File: config.mk
export PLATFORM = sky130hd
export DESIGN_NAME = sdram_ctrl_top
export DESIGN_NICKNAME = d
export VERILOG_FILES = /design/src/design/sdram_cmd_pkg.sv /design/src/design/sdram_host_pkg.sv /design/src/design/sdram_access_seq.sv /design/src/design/sdram_ctrl_top.sv /design/src/design/sdram_init.sv /design/src/design/sdram_refresh_timer.sv
export VERILOG_INCLUDE_DIRS = /design/src /design/src/design
export SDC_FILE = /design/constraint.sdc
export NUM_CORES = 1
export LEC_CHECK = 0
export BUFFER_PORTS_ARGS = -buffer_cell sky130_fd_sc_hd__clkbuf_2
export CAP_MARGIN = 20
export CORE_AREA = 2 2 75 113
export DETAILED_ROUTE_END_ITERATION = 16
export DIE_AREA = 0 0 77 115
export PLACE_DENSITY_LB_ADDON = 0.12
export SLEW_MARGIN = 30
export SYNTH_ARGS = -nofsm -noshare
export SYNTH_HDL_FRONTEND = slang
export SYNTH_SLANG_ARGS = --single-unit
File: constraint.sdc
create_clock -name sd_clk -period 2.26 [get_ports sd_clk]
set_input_delay 0.113 -clock sd_clk [delete_from_list [all_inputs] [get_ports sd_clk]]
set_output_delay 0.113 -clock sd_clk [all_outputs]
set_load 0.03 [all_outputs]
File: src/design/sdram_settings.svh
// widths, timing counts and mode word for a 16-bit SDR SDRAM with 4 banks
// all timing counts are in sd_clk cycles and the sequencer needs T_RCD, T_RP and T_RFC of 2 or more

`ifndef SDRAM_SETTINGS_SVH
`define SDRAM_SETTINGS_SVH

`define SDRAM_ROW_W 13          // row address bits, also the width of the a bus
`define SDRAM_COL_W 9           // column address bits
`define SDRAM_BANK_W 2          // four banks
`define SDRAM_DATA_W 16         // dq width

// host word address is {bank, row, col} with bank on top
`define SDRAM_HOST_ADDR_W 24

`define SDRAM_CAS_LATENCY 2     // read data shows up this many cycles after READ
`define SDRAM_T_RCD 2           // ACTIVATE to READ or WRITE
`define SDRAM_T_RP 2            // idle cycles after an auto precharged access
`define SDRAM_T_RFC 4           // NOP cycles after AUTO REFRESH

// 7.8 us at 25 MHz gives 195 cycles between refresh requests
`define SDRAM_REFRESH_INTERVAL 195

// mode register fields from a0 upward
// burst length 1 (a2:a0 = 000), sequential (a3 = 0), cas latency 2 (a6:a4 = 010)
// standard operation (a8:a7 = 00), single location write (a9 = 1)
`define SDRAM_MODE_WORD 13'h220

`endif

File: src/design/sdram_cmd_pkg.sv
// SDRAM bus command encodings as {cs_n, ras_n, cas_n, we_n}
// every bit is active low so all ones deselects the chip

package sdram_cmd_pkg;

	// one command per sd_clk edge, chip select is the top bit
	typedef enum logic [3:0] {
		cmd_load_mode = 4'b0000,   // mode register write, a carries the mode word
		cmd_refresh   = 4'b0001,   // auto refresh, all banks must be idle
		cmd_precharge = 4'b0010,   // a10 high closes every bank
		cmd_active    = 4'b0011,   // opens the row on a in bank ba
		cmd_write     = 4'b0100,   // a10 high adds auto precharge
		cmd_read      = 4'b0101,   // a10 high adds auto precharge
		cmd_nop       = 4'b0111,   // chip selected but nothing to do
		cmd_inhibit   = 4'b1111    // chip deselected
	} sdram_cmd_t;

	// burst terminate (4'b0110) is not used because bursts are always 1 word

endpackage

File: src/design/sdram_host_pkg.sv
// host address field types and the split of a host word address
// the address layout is {bank, row, col} with the bank in the high bits

`include "sdram_settings.svh"

package sdram_host_pkg;

	typedef logic [`SDRAM_BANK_W-1:0] sdram_bank_t;   // bank select on ba
	typedef logic [`SDRAM_ROW_W-1:0]  sdram_row_t;    // row driven on a during ACTIVATE
	typedef logic [`SDRAM_COL_W-1:0]  sdram_col_t;    // column driven on a during READ or WRITE

	function automatic sdram_bank_t host_bank(input logic [`SDRAM_HOST_ADDR_W-1:0] addr);
		return addr[`SDRAM_HOST_ADDR_W-1 -: `SDRAM_BANK_W];   // top bits of the word address
	endfunction

	function automatic sdram_row_t host_row(input logic [`SDRAM_HOST_ADDR_W-1:0] addr);
		return addr[`SDRAM_COL_W +: `SDRAM_ROW_W];   // sits just above the column
	endfunction

	function automatic sdram_col_t host_col(input logic [`SDRAM_HOST_ADDR_W-1:0] addr);
		return addr[`SDRAM_COL_W-1:0];   // lowest bits so neighbouring words share a row
	endfunction

endpackage

File: src/design/sdram_access_seq.sv
// bus owner that passes init commands through, then runs one access at a time
// accesses use auto precharge so no row stays open and the burst length is 1
// req and its fields must stay steady until ack and T_RCD, T_RP, T_RFC must be 2 or more
`timescale 1ns/1ps
`include "sdram_settings.svh"

module sdram_access_seq
	import sdram_cmd_pkg::*;
	import sdram_host_pkg::*;
(
	input  logic                          sd_clk,
	input  logic                          reset,
	input  sdram_cmd_t                    init_cmd,          // commands from the power-up sequence
	input  logic [`SDRAM_ROW_W-1:0]       init_a,
	input  logic                          init_done,
	input  logic                          refresh_pending,
	output logic                          refresh_done,      // one cycle after REFRESH is on the bus
	input  logic                          req,               // level, held until ack
	input  logic                          we,                // 1 writes, 0 reads
	input  logic [`SDRAM_HOST_ADDR_W-1:0] addr,
	input  logic [`SDRAM_DATA_W-1:0]      wdata,
	output logic                          ack,               // one cycle pulse per request
	output logic [`SDRAM_DATA_W-1:0]      rdata,             // valid in the ack cycle of a read
	output logic                          ready,             // level, init is over
	output sdram_cmd_t                    sd_cmd,
	output logic [`SDRAM_ROW_W-1:0]       sd_a,
	output logic [`SDRAM_BANK_W-1:0]      sd_ba,
	output logic [`SDRAM_DATA_W-1:0]      sd_dq_out,
	output logic                          sd_dq_oe,          // high only in the WRITE cycle
	input  logic [`SDRAM_DATA_W-1:0]      sd_dq_in
);

	// each state sets up the bus for the following cycle
	typedef enum logic [2:0] {
		st_idle,       // chooses between refresh and a host request
		st_refresh,    // puts AUTO REFRESH on the bus
		st_activate,   // puts ACTIVATE with the row on the bus
		st_rcd_wait,   // NOPs until T_RCD has passed
		st_read,       // puts READ with auto precharge on the bus
		st_cas_wait,   // waits for the data to come back
		st_write,      // puts WRITE with auto precharge and the data on the bus
		st_rp_wait     // trailing NOPs after an access or a refresh
	} state_t;

	state_t                  state;
	logic [3:0]              wait_cnt;   // shared by every wait state
	logic [`SDRAM_ROW_W-1:0] col_addr;   // column word for READ and WRITE

	always_comb begin
		col_addr                      = '0;
		col_addr[`SDRAM_COL_W-1:0]    = host_col(addr);
		col_addr[10]                  = 1'b1;   // a10 asks for auto precharge
	end

	// control state and command bus
	always_ff @(posedge sd_clk) begin
		if (reset) begin
			state        <= st_idle;
			wait_cnt     <= '0;
			sd_cmd       <= cmd_inhibit;
			sd_dq_oe     <= 1'b0;
			ack          <= 1'b0;
			ready        <= 1'b0;
			refresh_done <= 1'b0;
		end else begin
			ready        <= init_done;
			ack          <= 1'b0;                      // pulses only where set below
			sd_dq_oe     <= 1'b0;
			sd_cmd       <= cmd_nop;
			refresh_done <= (sd_cmd == cmd_refresh);   // tells the timer the refresh went out

			if (!init_done) begin
				sd_cmd <= init_cmd;   // power-up sequence owns the bus until it finishes
				state  <= st_idle;
			end else begin
				case (state)
					st_idle: begin
						if (refresh_pending) begin
							state <= st_refresh;   // refresh wins over a waiting request
						end else if (req) begin
							state <= st_activate;
						end
					end
					st_refresh: begin
						sd_cmd   <= cmd_refresh;
						wait_cnt <= 4'(`SDRAM_T_RFC - 1);
						state    <= st_rp_wait;
					end
					st_activate: begin
						sd_cmd   <= cmd_active;
						wait_cnt <= 4'(`SDRAM_T_RCD - 2);   // the access state is the last cycle
						state    <= st_rcd_wait;
					end
					st_rcd_wait: begin
						if (wait_cnt == 4'd0) begin
							state <= we ? st_write : st_read;
						end else begin
							wait_cnt <= wait_cnt - 4'd1;
						end
					end
					st_read: begin
						sd_cmd   <= cmd_read;
						wait_cnt <= 4'(`SDRAM_CAS_LATENCY);   // data is sampled when this hits zero
						state    <= st_cas_wait;
					end
					st_cas_wait: begin
						if (wait_cnt == 4'd0) begin
							ack      <= 1'b1;   // rdata is loaded on the same edge
							wait_cnt <= 4'(`SDRAM_T_RP - 1);
							state    <= st_rp_wait;
						end else begin
							wait_cnt <= wait_cnt - 4'd1;
						end
					end
					st_write: begin
						sd_cmd   <= cmd_write;
						sd_dq_oe <= 1'b1;
						ack      <= 1'b1;   // write is done as far as the host is concerned
						wait_cnt <= 4'(`SDRAM_T_RP - 1);
						state    <= st_rp_wait;
					end
					st_rp_wait: begin
						if (wait_cnt == 4'd0) begin
							state <= st_idle;
						end else begin
							wait_cnt <= wait_cnt - 4'd1;
						end
					end
					default: begin
						state <= st_idle;
					end
				endcase
			end
		end
	end

	// address, bank and data registers follow the same states
	always_ff @(posedge sd_clk) begin
		if (!init_done) begin
			sd_a  <= init_a;
			sd_ba <= '0;   // precharge all and load mode ignore the bank
		end else begin
			case (state)
				st_activate: begin
					sd_a  <= host_row(addr);
					sd_ba <= host_bank(addr);
				end
				st_read: begin
					sd_a  <= col_addr;
					sd_ba <= host_bank(addr);
				end
				st_write: begin
					sd_a      <= col_addr;
					sd_ba     <= host_bank(addr);
					sd_dq_out <= wdata;
				end
				st_cas_wait: begin
					if (wait_cnt == 4'd0) begin
						rdata <= sd_dq_in;   // CAS latency cycles after READ was on the bus
					end
				end
				default: begin
				end
			endcase
		end
	end

	// the host may only see an ack after init has finished
	a_ack_ready: assert property (@(posedge sd_clk) disable iff (reset) ack |-> ready)
		else $error("ack while ready is low");

	a_oe_write: assert property (
		@(posedge sd_clk) disable iff (reset) sd_dq_oe |-> (sd_cmd == cmd_write)
	) else $error("dq driven outside a WRITE cycle");

endmodule

File: src/design/sdram_ctrl_top.sv
// single port SDRAM controller with host strobes on one side and SDRAM pins on the other
// dq is split into out, output enable and in, and a pad or model must combine them
`timescale 1ns/1ps
`include "sdram_settings.svh"

module sdram_ctrl_top
	import sdram_cmd_pkg::*;
(
	input  logic                          sd_clk,
	input  logic                          reset,
	input  logic                          req,         // host request level
	input  logic                          we,
	input  logic [`SDRAM_HOST_ADDR_W-1:0] addr,        // {bank, row, col}
	input  logic [`SDRAM_DATA_W-1:0]      wdata,
	output logic                          ack,
	output logic [`SDRAM_DATA_W-1:0]      rdata,
	output logic                          ready,
	output sdram_cmd_t                    sd_cmd,      // {cs_n, ras_n, cas_n, we_n}
	output logic [`SDRAM_ROW_W-1:0]       sd_a,
	output logic [`SDRAM_BANK_W-1:0]      sd_ba,
	output logic [`SDRAM_DATA_W-1:0]      sd_dq_out,
	output logic                          sd_dq_oe,
	input  logic [`SDRAM_DATA_W-1:0]      sd_dq_in
);

	sdram_cmd_t              init_cmd;          // power-up commands before init_done
	logic [`SDRAM_ROW_W-1:0] init_a;
	logic                    init_done;
	logic                    refresh_pending;   // timer to sequencer
	logic                    refresh_done;      // sequencer back to timer

	sdram_init init_i (
		.sd_clk    (sd_clk),
		.reset     (reset),
		.init_cmd  (init_cmd),
		.init_a    (init_a),
		.init_done (init_done)
	);

	sdram_refresh_timer refresh_timer_i (
		.sd_clk          (sd_clk),
		.reset           (reset),
		.init_done       (init_done),
		.refresh_done    (refresh_done),
		.refresh_pending (refresh_pending)
	);

	sdram_access_seq access_seq_i (
		.sd_clk          (sd_clk),
		.reset           (reset),
		.init_cmd        (init_cmd),
		.init_a          (init_a),
		.init_done       (init_done),
		.refresh_pending (refresh_pending),
		.refresh_done    (refresh_done),
		.req             (req),
		.we              (we),
		.addr            (addr),
		.wdata           (wdata),
		.ack             (ack),
		.rdata           (rdata),
		.ready           (ready),
		.sd_cmd          (sd_cmd),
		.sd_a            (sd_a),
		.sd_ba           (sd_ba),
		.sd_dq_out       (sd_dq_out),
		.sd_dq_oe        (sd_dq_oe),
		.sd_dq_in        (sd_dq_in)
	);

endmodule

File: src/design/sdram_init.sv
// power-up sequence for the SDRAM with precharge all and two mode loads, then init_done
// the delay is fixed at 31 steps of 16 cycles and is not scaled to the clock rate
// init_done stays high until the next reset
`timescale 1ns/1ps
`include "sdram_settings.svh"

module sdram_init
	import sdram_cmd_pkg::*;
(
	input  logic                    sd_clk,
	input  logic                    reset,
	output sdram_cmd_t              init_cmd,    // registered command toward the sequencer
	output logic [`SDRAM_ROW_W-1:0] init_a,      // address bits that go with init_cmd
	output logic                    init_done    // level, sequence complete
);

	logic [3:0] t;           // step timer, wraps every 16 cycles
	logic [4:0] countdown;   // counts steps down from 31 to 0

	always_ff @(posedge sd_clk) begin
		init_cmd <= cmd_inhibit;   // chip stays deselected unless a step below says otherwise

		if (reset) begin
			t         <= 4'd0;
			countdown <= 5'h1f;
			init_a    <= '0;
			init_done <= 1'b0;
		end else begin
			if (!init_done) begin
				t <= t + 4'd1;   // stops counting once the sequence is over
			end

			if (t == 4'hf) begin
				countdown <= countdown - 5'd1;   // one step every 16 cycles
			end

			// commands only go out on the first cycle of a step
			if (t == 4'h0) begin
				case (countdown)
					5'd13: begin
						init_cmd   <= cmd_precharge;
						init_a[10] <= 1'b1;   // a10 selects all banks
					end
					5'd2, 5'd1: begin
						init_cmd <= cmd_load_mode;     // loaded twice to be safe after power up
						init_a   <= `SDRAM_MODE_WORD;
					end
					5'd0: begin
						init_done <= 1'b1;   // 497 cycles after reset falls
					end
					default: begin
					end
				endcase
			end
		end
	end

	// the sequencer and refresh timer both rely on init_done being sticky
	a_done_sticky: assert property (@(posedge sd_clk) (init_done && !reset) |=> init_done)
		else $error("init_done fell without reset");

endmodule

File: src/design/sdram_refresh_timer.sv
// refresh interval counter that starts once init_done is high
// a pending request is held until the sequencer reports refresh_done, then the count restarts
`timescale 1ns/1ps
`include "sdram_settings.svh"

module sdram_refresh_timer (
	input  logic sd_clk,
	input  logic reset,
	input  logic init_done,        // counting starts after the power-up sequence
	input  logic refresh_done,     // pulse from the sequencer after AUTO REFRESH went out
	output logic refresh_pending   // level, a refresh is owed
);

	localparam int CNT_W = $clog2(`SDRAM_REFRESH_INTERVAL);

	logic [CNT_W-1:0] interval_cnt;   // cycles since the last refresh was serviced

	always_ff @(posedge sd_clk) begin
		if (reset || !init_done) begin
			interval_cnt    <= '0;     // no refresh is owed before the chip is set up
			refresh_pending <= 1'b0;
		end else if (refresh_done) begin
			interval_cnt    <= '0;     // the interval counts from the end of the refresh
			refresh_pending <= 1'b0;
		end else if (!refresh_pending) begin
			if (interval_cnt == CNT_W'(`SDRAM_REFRESH_INTERVAL - 1)) begin
				refresh_pending <= 1'b1;   // count holds here until serviced
			end else begin
				interval_cnt <= interval_cnt + 1'b1;
			end
		end
	end

	// the sequencer must only service a refresh it was asked for
	a_done_when_pending: assert property (
		@(posedge sd_clk) disable iff (reset) refresh_done |-> refresh_pending
	) else $error("refresh_done without a pending refresh");

endmodule

==> results.py, run 1 <==
metrics = {
    "logic_synthesis": {
        "syn_avg_cell_area_um2": 11.9,
        "netlist_area_mm2": 0.00344,
        "synth_nets": 359,
        "yosysSeqAreaShare_pct": 62.6,
        "ys.flop_type": "edfxtp_1",
        "synth_cells": 290,
        "ys_ff_latch": 85,
        "synthDistinctLibCells": 56,
        "yosys_warnings": 0,
        "ys_async_sr_fraction_pct": 0,
        "synth-edff-count": 45,
    },
    "global_routing": {
        "grt_usage_pct": 18.7,
        "grt_pass1_vias": 2611,
        "overflow": 0,
        "grt_max_degree": 18,
        "grt_first_pass_wirelength_um": 12700,
        "antenna_found_initial": 0,
    },
    "clock_network": {
        "cts.clk_slew.worst_paths_ns": 0.06,
        "clk_latency_ns": 0.33,
        "cts_resized": 0,
        "clkSinkCount": 85,
        "cts_hold_buf": 32,
        "numCtsBuffers": 9,
        "cts_max_level": 3,
        "clk_path_buf_depth": 2,
        "post-cts-setup-buffer-count": 0,
        "cts_tree": "yes",
        "cts_root_buf": "clkbuf_16",
    },
    "floorplanning": {
        "ios": 114,
        "die_h_um": 115,
        "rows": 40,
        "core-area_mm2": 0.00791,
        "die_w_um": 77,
        "initial_core_util_pct": 43.5,
        "die-area_mm2": 0.00886,
    },
    "sta": {
        "setup_ws_ns": 0.547,
        "setup_viol": 0,
        "hold_violations": 0,
        "grt_setup_unrepaired": "no",
        "drv_slew": 0,
        "fin_crit_sh_pct": 75.8,
        "period_minus_slack_ns": 1.71,
        "fin_tns_setup_ns": 0,
        "max_slew_margin_pct": 64.5,
        "skew_ns": 0.00555,
        "clock.fmax_ghz": 0.584,
        "worstMarginPinSlew_ns": 0.531,
    },
    "critical_path": {
        "cp_max_fo": 16,
        "worstPathRequired_ns": 2.28,
        "path_class": "flop to flop",
        "setup.worst_path.start_class": "flop",
        "arrival_ns": 1.73,
        "rr_worst_depth": 5,
        "critPathCaptureType": "flop",
        "r2r_end": "access_seq_i.rdata[9]",
        "regToRegSetupSlack_ns": 0.55,
        "r2r_start": "access_seq_i.wait_cnt[0]",
    },
    "detailed_routing": {
        "drt_first_pass_iters": 4,
        "num_vias": 2695,
        "drcViolationCount": 0,
        "drt_wl_total_um": 7810,
        "routedWlPerCell_um": 14.2,
        "antenna_left": 0,
        "drt_iter0_markers": 134,
        "vias_per_cell": 4.90,
    },
    "layout": {
        "area_delta_synth_final_pct": 38.1,
        "multi_input_area_mm2": 0.00117,
        "final_core_util_pct": 60.1,
        "drive_gt1_share_pct": 31.5,
        "regArea_mm2": 0.00215,
        "nNetsFinal": 509,
        "diodes": 0,
        "fill_cells": 686,
    },
    "outcome": {
        "outcome": "finished clean",
    },
    "worst_hold_path": {
        "hold_start": "addr[22]",
        "worstHoldPathType": "primary input to flop",
        "hold_end": "access_seq_i.sd_ba[0]",
        "worstHoldPathCells": 3,
    },
    "placed_design": {
        "place_ws_ns": 0.544,
        "portBuffers": 113,
        "place_congestion": 0.849,
        "post-dp-hpwl_um": 5580,
    },
    "job": {
        "cap_violations": 0,
    },
    "pwr": {
        "power-per-cell-area_mw_per_mm2": 689,
        "peakVddDrop_uv": 493,
        "p_leak_nw": 2.00,
    },
}
==> area by class of cell <==
class,count,share of cell area (%)
flip-flops and latches,85,45.3
well taps,105,2.77
clock buffers,11,4.90
inverters,15,1.19
repair buffers,151,19.6
clock inverters,5,1.58
multi-input cells,178,24.7
==> per-stage QoR <==
stage / total power, mW / std cells / area (um2) / hold WS (ns)
CTS: 3.31 / 550 / 4750 / 0.0235
floorplan: 1.71 / 290 / 3440 / 0.212
finish: 3.28 / 550 / 4750 / 0.0266
global route: 3.40 / 550 / 4750 / 0.0363
global placement: 1.77 / 502 / 4120 / 0.291
detailed placement: 1.77 / 502 / 4120 / 0.292
==> routing by layer <==
layer | vias to the layer above | GRT usage (%) | share of wire [%]
met2 | 88 | 34.6 | 54
li1 | 1347 | - | -
met1 | 1254 | 20.1 | 40
met4 | 0 | 7.26 | 1.2
met5 | - | 0 | 0
met3 | 6 | 5.26 | 5.3
==> worst max-delay path, stage by stage, from the launching register on <==
cell and delay, ns:
dfxtp_1 0.34, inv_1 0.06, ha_1 0.22, nor4b_2 0.32
and4_1 0.24, buf_4 0.22
==> worst max path at each step <==
stage	endpoint	start	slack [ns]
5_1_grt	access_seq_i.rdata[9]	access_seq_i.wait_cnt[0]	0.43
2_1_floorplan	access_seq_i.rdata[0]	access_seq_i.wait_cnt[0]	0.51
3_3_place_gp	access_seq_i.rdata[8]	access_seq_i.wait_cnt[0]	0.60
3_5_place_dp	access_seq_i.rdata[11]	access_seq_i.wait_cnt[0]	0.54
4_1_cts	access_seq_i.rdata[9]	access_seq_i.wait_cnt[0]	0.54
6_report	access_seq_i.rdata[9]	access_seq_i.wait_cnt[0]	0.55
==> layout by cell type (no fill, tap or decap), types with 8 or more instances in the layout <==
master	n
a21oi_1	16
dlygate4sd3_1	32
dfxtp_1	40
ha_1	9
nand2b_1	8
nor2_1	16
nand2_1	33
clkbuf_16	9
clkbuf_2	113
inv_1	14
edfxtp_1	45
==> kinds of logic after synthesis <==
kind of cell | Yosys count | synth area share, %
simple gates | 101 | 16.4
flops | 85 | 62.6
compound gates | 52 | 9.97
buf+inv | 27 | 3.35
fa+ha+maj | 9 | 3.27
xor+xnor | 8 | 2.04
mux | 8 | 2.36
==> power breakdown <==
part | leakage (nW) | switching (mW) | total [mW] | internal (mW)
Clock | 0.145 | 0.534 | 1.49 | 0.960
Combinational | 1.09 | 0.0536 | 0.148 | 0.0948
Sequential | 0.771 | 0.00750 | 1.63 | 1.63
==> synthesized netlist by cell type (all sizes together), types with 3 or more instances <==
library cell	instances	share of area [%]
nand2	33	3.6
ha	9	3.3
nand4b	3	0.76
inv	15	1.6
edfxtp	45	39
mux2i	7	2.0
a211oi	3	0.65
nand2b	8	1.5
or3b	3	0.84
o21ai	9	1.3
buf	10	1.5
nor2	16	1.7
xnor2	3	0.76
a31oi	4	0.73
nand3	7	1.0
or3	3	0.55
o31ai	3	0.65
a21oi	17	2.6
and3	3	0.55
nor2b	3	0.55
dfxtp	40	23
nand3b	3	0.65
nor3b	4	1.2
nor3	4	0.58
xor2	5	1.3
==> state kept, by name, indices dropped and copies added, names as in the netlist, 2 cells and up <==
register                      count
access_seq_i.sd_a                13
access_seq_i.rdata               16
access_seq_i.sd_ba                2
access_seq_i.state                3
access_seq_i.wait_cnt             4
refresh_timer_i.interval_cnt      8
init_i.init_cmd                   2
init_i.countdown                  5
access_seq_i.sd_dq_out           16
init_i.init_a                     2
access_seq_i.sd_cmd               4
init_i.t                          4
No activity file was read; power rests on OpenSTA's default activity.
==> run 2, diff against run 1 <==
--- a/config.mk
+++ b/config.mk
@@ -6,6 +6,7 @@
 export SDC_FILE = /design/constraint.sdc
 export NUM_CORES = 1
 export LEC_CHECK = 0
+export ABC_AREA = 1
 export BUFFER_PORTS_ARGS = -buffer_cell sky130_fd_sc_hd__clkbuf_2
 export CAP_MARGIN = 20
 export CORE_AREA = 2 2 75 113
==> constraint.sdc (replaced) <==
create_clock -name sd_clk -period 1.6 [get_ports sd_clk]
set_input_delay 0.08 -clock sd_clk [delete_from_list [all_inputs] [get_ports sd_clk]]
set_output_delay 0.08 -clock sd_clk [all_outputs]
set_load 0.03 [all_outputs]
==> run 2 against run 1 <==
  * Register-to-register slack worse by 0.47 ns
  * Total power is 43% higher
  * Sequential power is 41% higher
  * Global-route usage up 1.1 points
  * Die area unchanged
  * Utilization up 1.3 points
==> results.py, run 2 <==
metrics = {
    "sta": {
        "fin_crit_sh_pct": 95.4,
        "worstMarginPinSlew_ns": 0.334,
        "fin_tns_setup_ns": 0,
        "hold_violations": 0,
        "drv_slew": 0,
        "skew_ns": 0.00825,
        "max_slew_margin_pct": 77.7,
        "period_minus_slack_ns": 1.53,
        "clock.fmax_ghz": 0.655,
        "grt_setup_unrepaired": "no",
        "worst_hold_slack_ns": 0.0255,
        "setup_viol": 0,
    },
    "pwr": {
        "peakVddDrop_uv": 578,
        "power_mw": 4.68,
        "power-per-cell-area_mw_per_mm2": 964,
        "p_leak_nw": 2.11,
    },
    "outcome": {
        "outcome": "finished clean",
    },
    "critical_path": {
        "worstPathRequired_ns": 1.68,
        "setup.worst_path.start_class": "flop",
        "critical-path-top-delay-family": "simple AND/OR/NAND/NOR gates",
        "path_cells": "nor2_1 -> nand2_1 -> nand2_2 -> inv_2 -> o21ai_0 -> o22ai_1",
        "crit_buf_inv": 1,
        "worst_path_largest_cell_delay_ns": 0.40,
        "path_class": "flop to flop",
        "critPathCaptureType": "flop",
        "arrival_ns": 1.61,
        "cp_slowest_cell": "dfxtp_1",
        "cp_max_fo": 12,
    },
    "clock_network": {
        "clk_latency_ns": 0.34,
        "cts_root_buf": "clkbuf_16",
        "cts.clk_slew.worst_paths_ns": 0.06,
        "numCtsBuffers": 9,
        "clk_path_buf_depth": 2,
        "cts_max_level": 3,
        "cts_tree": "yes",
        "clkSinkCount": 85,
    },
    "logic_synthesis": {
        "synth_cells": 358,
        "yosys_warnings": 0,
        "ys_ff_latch": 85,
        "synth_commonest_cells": "nand2_1, nor2_1, edfxtp_1",
        "ys.flop_type": "edfxtp_1",
        "synth-edff-count": 45,
        "yosysSeqAreaShare_pct": 62.0,
        "synth_top_area_share_pct": 38.9,
        "netlist_area_mm2": 0.00347,
        "yosysMostFrequentCell": "nand2_1",
        "synth_area_leader_cell": "edfxtp_1",
        "synthDistinctLibCells": 31,
        "ys_async_sr_fraction_pct": 0,
        "netlist_top_cells_area": "edfxtp_1, dfxtp_1, nand2_1, nor2_1, o21ai_0",
        "syn_avg_cell_area_um2": 9.70,
        "synth_nets": 427,
    },
    "floorplanning": {
        "initial_core_util_pct": 43.9,
        "core-area_mm2": 0.00791,
        "die_h_um": 115,
        "die-area_mm2": 0.00886,
        "rows": 40,
        "ios": 114,
        "die_w_um": 77,
    },
    "layout": {
        "area_delta_synth_final_pct": 39.8,
        "final_core_util_pct": 61.4,
        "nNetsFinal": 583,
        "most-common-layout-cells": "clkbuf_2, nand2_1, nor2_1",
        "fin_area_mm2": 0.00485,
        "diodes": 0,
        "final_common_cell": "clkbuf_2",
        "drive_gt1_share_pct": 31.0,
        "fill_cells": 704,
        "reg_top3": "access_seq_i.rdata x16, access_seq_i.sd_dq_out x16, access_seq_i.sd_a x13",
    },
    "global_routing": {
        "antenna_found_initial": 0,
        "grt_max_degree": 17,
        "overflow": 0,
        "grt_pass1_vias": 2828,
        "grt_first_pass_wirelength_um": 13300,
        "grt_usage_pct": 19.8,
    },
    "placed_design": {
        "place_congestion": 0.895,
        "dpl_cell_area_mm2": 0.00421,
        "post-dp-hpwl_um": 6190,
        "portBuffers": 113,
    },
    "detailed_routing": {
        "vias_per_cell": 4.78,
        "drt_wl_total_um": 8670,
        "num_vias": 2982,
        "drt_first_pass_iters": 4,
        "drt_iter0_markers": 150,
        "antenna_left": 0,
        "routedWlPerCell_um": 13.9,
        "drcViolationCount": 0,
    },
    "worst_hold_path": {
        "worstHoldPathType": "primary input to flop",
    },
    "job": {
        "cap_violations": 0,
    },
}
[run 2: cell count changes after synthesis, sizes merged, moves of 4 or more]
| cell | previous run | this run |
|---|---|---|
| nor2 | 16 | 55 |
| o21ai | 9 | 35 |
| nand2b | 8 | 0 |
| a31oi | 4 | 0 |
| nand2 | 33 | 69 |
| mux2i | 7 | 0 |
| nand3 | 7 | 17 |
| inv | 15 | 37 |
| nor3b | 4 | 0 |
| a21oi | 17 | 26 |
[run 2: metrics by stage]
step | cells | setup slack, ns
2_1_floorplan | 358 | 0.144
3_3_place_gp | 576 | 0.127
3_5_place_dp | 576 | 0.0902
4_1_cts | 624 | 0.0800
5_1_grt | 624 | 0.00211
6_report | 624 | 0.0739
[run 2: worst paths after layout]
kind | endpoint | cells after the start | slack [ns] | startpoint
worst min-delay path | access_seq_i.sd_ba[1] | 3 | 0.03 | addr[23]
worst max register to register | access_seq_i.sd_a[5] | 6 | 0.07 | access_seq_i.state[1]
worst min register to register | access_seq_i.refresh_done | 1 | 0.43 | access_seq_i.sd_cmd[2]
worst max-delay path | access_seq_i.sd_a[5] | 6 | 0.07 | access_seq_i.state[1]
[run 2: final cells by class]
type                            instances  area [um2]  area share (%)
Clock inverter                          5        85.1            1.75
Clock buffer                           11         233            4.79
Sequential cell                        85        2150            44.4
Timing Repair Buffer                  154         978            20.2
Inverter                               38         144            2.96
Multi-Input combinational cell        226        1130            23.2
Tap cell                              105         131            2.71
[run 2: layer usage]
metal	vias up	share of wire, %	GRT usage, %
li1	1500	-	-
met1	1376	37	19.7
met2	83	55	37.0
met3	23	4.2	3.85
met4	0	3.6	13.2
met5	-	0	0
[run 2: cell families (layout without fill, tap and decap cells)]
group | Yosys count | after routing | share of synthesized area, %
flops | 85 | 85 | 62.0
fa+ha+maj | 9 | 9 | 3.24
buf+inv | 47 | 208 | 5.80
simple gates | 150 | 150 | 18.5
compound gates | 64 | 64 | 9.69
xor+xnor | 3 | 3 | 0.757
[run 2: timing repair]
action	4_1_cts	5_1_grt
setup endpoints to repair	0	17
endpoints found under the hold margin	32	0
hold buffers	32	0
gates resized for setup	0	2
buffers inserted	0	0
[run 2: where the power goes]
group          leakage, nW  total, mW  switching [mW]  internal, mW
clock network        0.150       2.20           0.827          1.38
logic                 1.18      0.178          0.0653         0.113
registers            0.772       2.30         0.00532          2.29
total                 2.11       4.68           0.898          3.78
[run 2: tightest hold or removal path, cell delays in order]
cell      delay (ns)
clkbuf_2        0.07
o21ai_0         0.07
a21oi_1         0.10
==> run 3, diff against run 2 <==
--- a/config.mk
+++ b/config.mk
@@ -8,8 +8,9 @@
 export LEC_CHECK = 0
 export ABC_AREA = 1
 export BUFFER_PORTS_ARGS = -buffer_cell sky130_fd_sc_hd__clkbuf_2
-export CAP_MARGIN = 20
+export CAP_MARGIN = 10
 export CORE_AREA = 2 2 75 113
+export CTS_CLUSTER_DIAMETER = 40
 export DETAILED_ROUTE_END_ITERATION = 16
 export DIE_AREA = 0 0 77 115
 export PLACE_DENSITY_LB_ADDON = 0.12
==> constraint.sdc (replaced) <==
create_clock -name sd_clk -period 1.9 [get_ports sd_clk]
set_input_delay 0.095 -clock sd_clk [delete_from_list [all_inputs] [get_ports sd_clk]]
set_output_delay 0.095 -clock sd_clk [all_outputs]
set_load 0.03 [all_outputs]
==> run 3 against run 2 <==
  * Global-route usage fell by 0.55 points
  * Total power is 21% lower
  * Clock-buffer cell count is 2 lower
  * Non-clock buffer count is 5 lower
  * Critical endpoint unchanged
  * Clock power down 26%
  * Via count is 2.3% lower
  * Utilization is 1.4 points lower
  * Sequential power fell by 16%
  * Highest routed layer unchanged
  * Fmax fell by 4.5%
  * Sequential share of layout area grew 0.98 points
==> results.py, run 3 (same netlist as run 2, synthesis figures left out) <==
metrics = {
    "pwr": {
        "switching_power_mw": 0.782,
        "power_mw": 3.71,
        "combPwrFrac_pct": 4.1,
        "internal_power_mw": 2.93,
        "power-per-cell-area_mw_per_mm2": 782,
        "switching_share_pct": 21.1,
        "peakVddDrop_uv": 563,
        "p_seq_share_pct": 52.1,
        "p_leak_nw": 2.06,
        "clkPwrFrac_pct": 43.8,
    },
    "sta": {
        "period_minus_slack_ns": 1.60,
        "worst_hold_slack_ns": 0.0498,
        "clock.fmax_ghz": 0.626,
        "max_slew_margin_pct": 68.1,
        "drv_slew": 0,
        "hold_violations": 0,
        "grt_setup_unrepaired": "no",
        "skew_ns": 0.00582,
        "fin_tns_setup_ns": 0,
        "setup_ws_ns": 0.301,
        "fin_crit_sh_pct": 84.1,
        "worstMarginPinSlew_ns": 0.473,
        "setup_viol": 0,
    },
    "detailed_routing": {
        "num_vias": 2913,
        "vias_per_cell": 4.71,
        "drt_iter0_markers": 159,
        "routedWlPerCell_um": 13.5,
        "drt_wl_total_um": 8380,
        "antenna_left": 0,
        "drcViolationCount": 0,
        "drt_first_pass_iters": 4,
    },
    "placed_design": {
        "place_congestion": 0.912,
        "dpl_cell_area_mm2": 0.00414,
        "dp.cells": 571,
        "place_ws_ns": 0.328,
        "post-dp-hpwl_um": 5940,
        "portBuffers": 113,
    },
    "worst_hold_path": {
        "worstHoldPathType": "primary input to flop",
    },
    "floorplanning": {
        "die-area_mm2": 0.00886,
        "die_h_um": 115,
        "initial_core_util_pct": 43.9,
        "ios": 114,
        "core-area_mm2": 0.00791,
        "die_w_um": 77,
        "rows": 40,
    },
    "clock_network": {
        "cts.clk_slew.worst_paths_ns": 0.06,
        "cts_max_level": 3,
        "clk_path_buf_depth": 2,
        "clk_latency_ns": 0.33,
        "cts_resized": 0,
        "numCtsBuffers": 9,
        "clkSinkCount": 85,
        "cts_root_buf": "clkbuf_16",
        "cts_tree": "yes",
    },
    "layout": {
        "final_common_cell": "clkbuf_2",
        "area_delta_synth_final_pct": 36.6,
        "drive_gt1_share_pct": 30.0,
        "most-common-layout-cells": "clkbuf_2, nand2_1, nor2_1",
        "reg_top3": "access_seq_i.rdata x16, access_seq_i.sd_dq_out x16, access_seq_i.sd_a x13",
        "diodes": 0,
        "fin_area_mm2": 0.00474,
        "final_core_util_pct": 60.0,
        "multi_input_area_mm2": 0.00112,
        "nNetsFinal": 578,
        "final_cells": 619,
        "fill_cells": 717,
        "regArea_mm2": 0.00215,
    },
    "critical_path": {
        "critPathCaptureType": "flop",
        "path_class": "flop to flop",
        "worstPathRequired_ns": 1.97,
        "cp_max_fo": 12,
        "setup.worst_path.start_class": "flop",
        "arrival_ns": 1.67,
    },
    "global_routing": {
        "antenna_found_initial": 0,
        "grt_usage_pct": 19.2,
        "grt_pass1_vias": 2767,
        "grt_max_degree": 27,
        "overflow": 0,
        "grt_first_pass_wirelength_um": 13100,
    },
    "outcome": {
        "outcome": "finished clean",
    },
    "job": {
        "cap_violations": 0,
    },
}
## run 3: cell types whose count changed in the layout (fill, tap and decap cells not counted)
cell / previous run / this run
buf_12: 2 / 0
buf_4: 7 / 4
bufinv_16: 2 / 0
clkbuf_1: 2 / 0
clkinv_2: 1 / 2
clkinvlp_4: 1 / 2
dfxtp_1: 38 / 40
dfxtp_2: 2 / 0
inv_6: 1 / 2
inv_8: 0 / 1
nor2_1: 47 / 49
nor2_2: 6 / 5
nor2_4: 2 / 1
## run 3: layout make-up
class | count | share of cell area (%)
inverter | 38 | 3.03
multi-input combinational | 226 | 23.6
timing repair buffer | 149 | 19.3
clock buffer | 9 | 4.75
clock inverter | 7 | 1.21
sequential | 85 | 45.4
tap | 105 | 2.77
## run 3: critical path: stages, from the launching register on
cell and delay (ns):
dfxtp_1 0.52, nand3_2 0.20, nand2_2 0.25, inv_2 0.12
o21ai_0 0.16, o22ai_1 0.09
## run 3: repair_timing
item	in CTS	in global routing
hold buffers	32	0
endpoints found under the hold margin	32	0
setup buffers	0	0
## run 3: worst paths after layout
path                            slack, ns  depth (start not counted)                   endpoint              startpoint
worst min register to register       0.43                          1  access_seq_i.refresh_done  access_seq_i.sd_cmd[3]
worst max-delay path                 0.30                          5       access_seq_i.sd_a[5]   access_seq_i.state[2]
worst max register to register       0.30                          5       access_seq_i.sd_a[5]   access_seq_i.state[2]
worst min-delay path                 0.05                          3      access_seq_i.sd_ba[0]                addr[22]
## run 3: power by group through the flow
| stage | clock [mW] | sequential (mW) | combinational, mW |
|---|---|---|---|
| 2_1_floorplan | 0 | 1.97 | 0.0255 |
| 3_3_place_gp | 0 | 1.97 | 0.0962 |
| 3_5_place_dp | 0 | 1.98 | 0.0975 |
| 4_1_cts | 1.68 | 1.93 | 0.152 |
| 5_1_grt | 1.74 | 1.93 | 0.166 |
| 6_report | 1.62 | 1.93 | 0.151 |
## run 3: routing by layer
layer / routed length (um) / GRT usage [%]
met4: 177 / 8.33
met2: 4630 / 36.5
met3: 334 / 4.00
met5: 0 / 0
met1: 3230 / 20.4
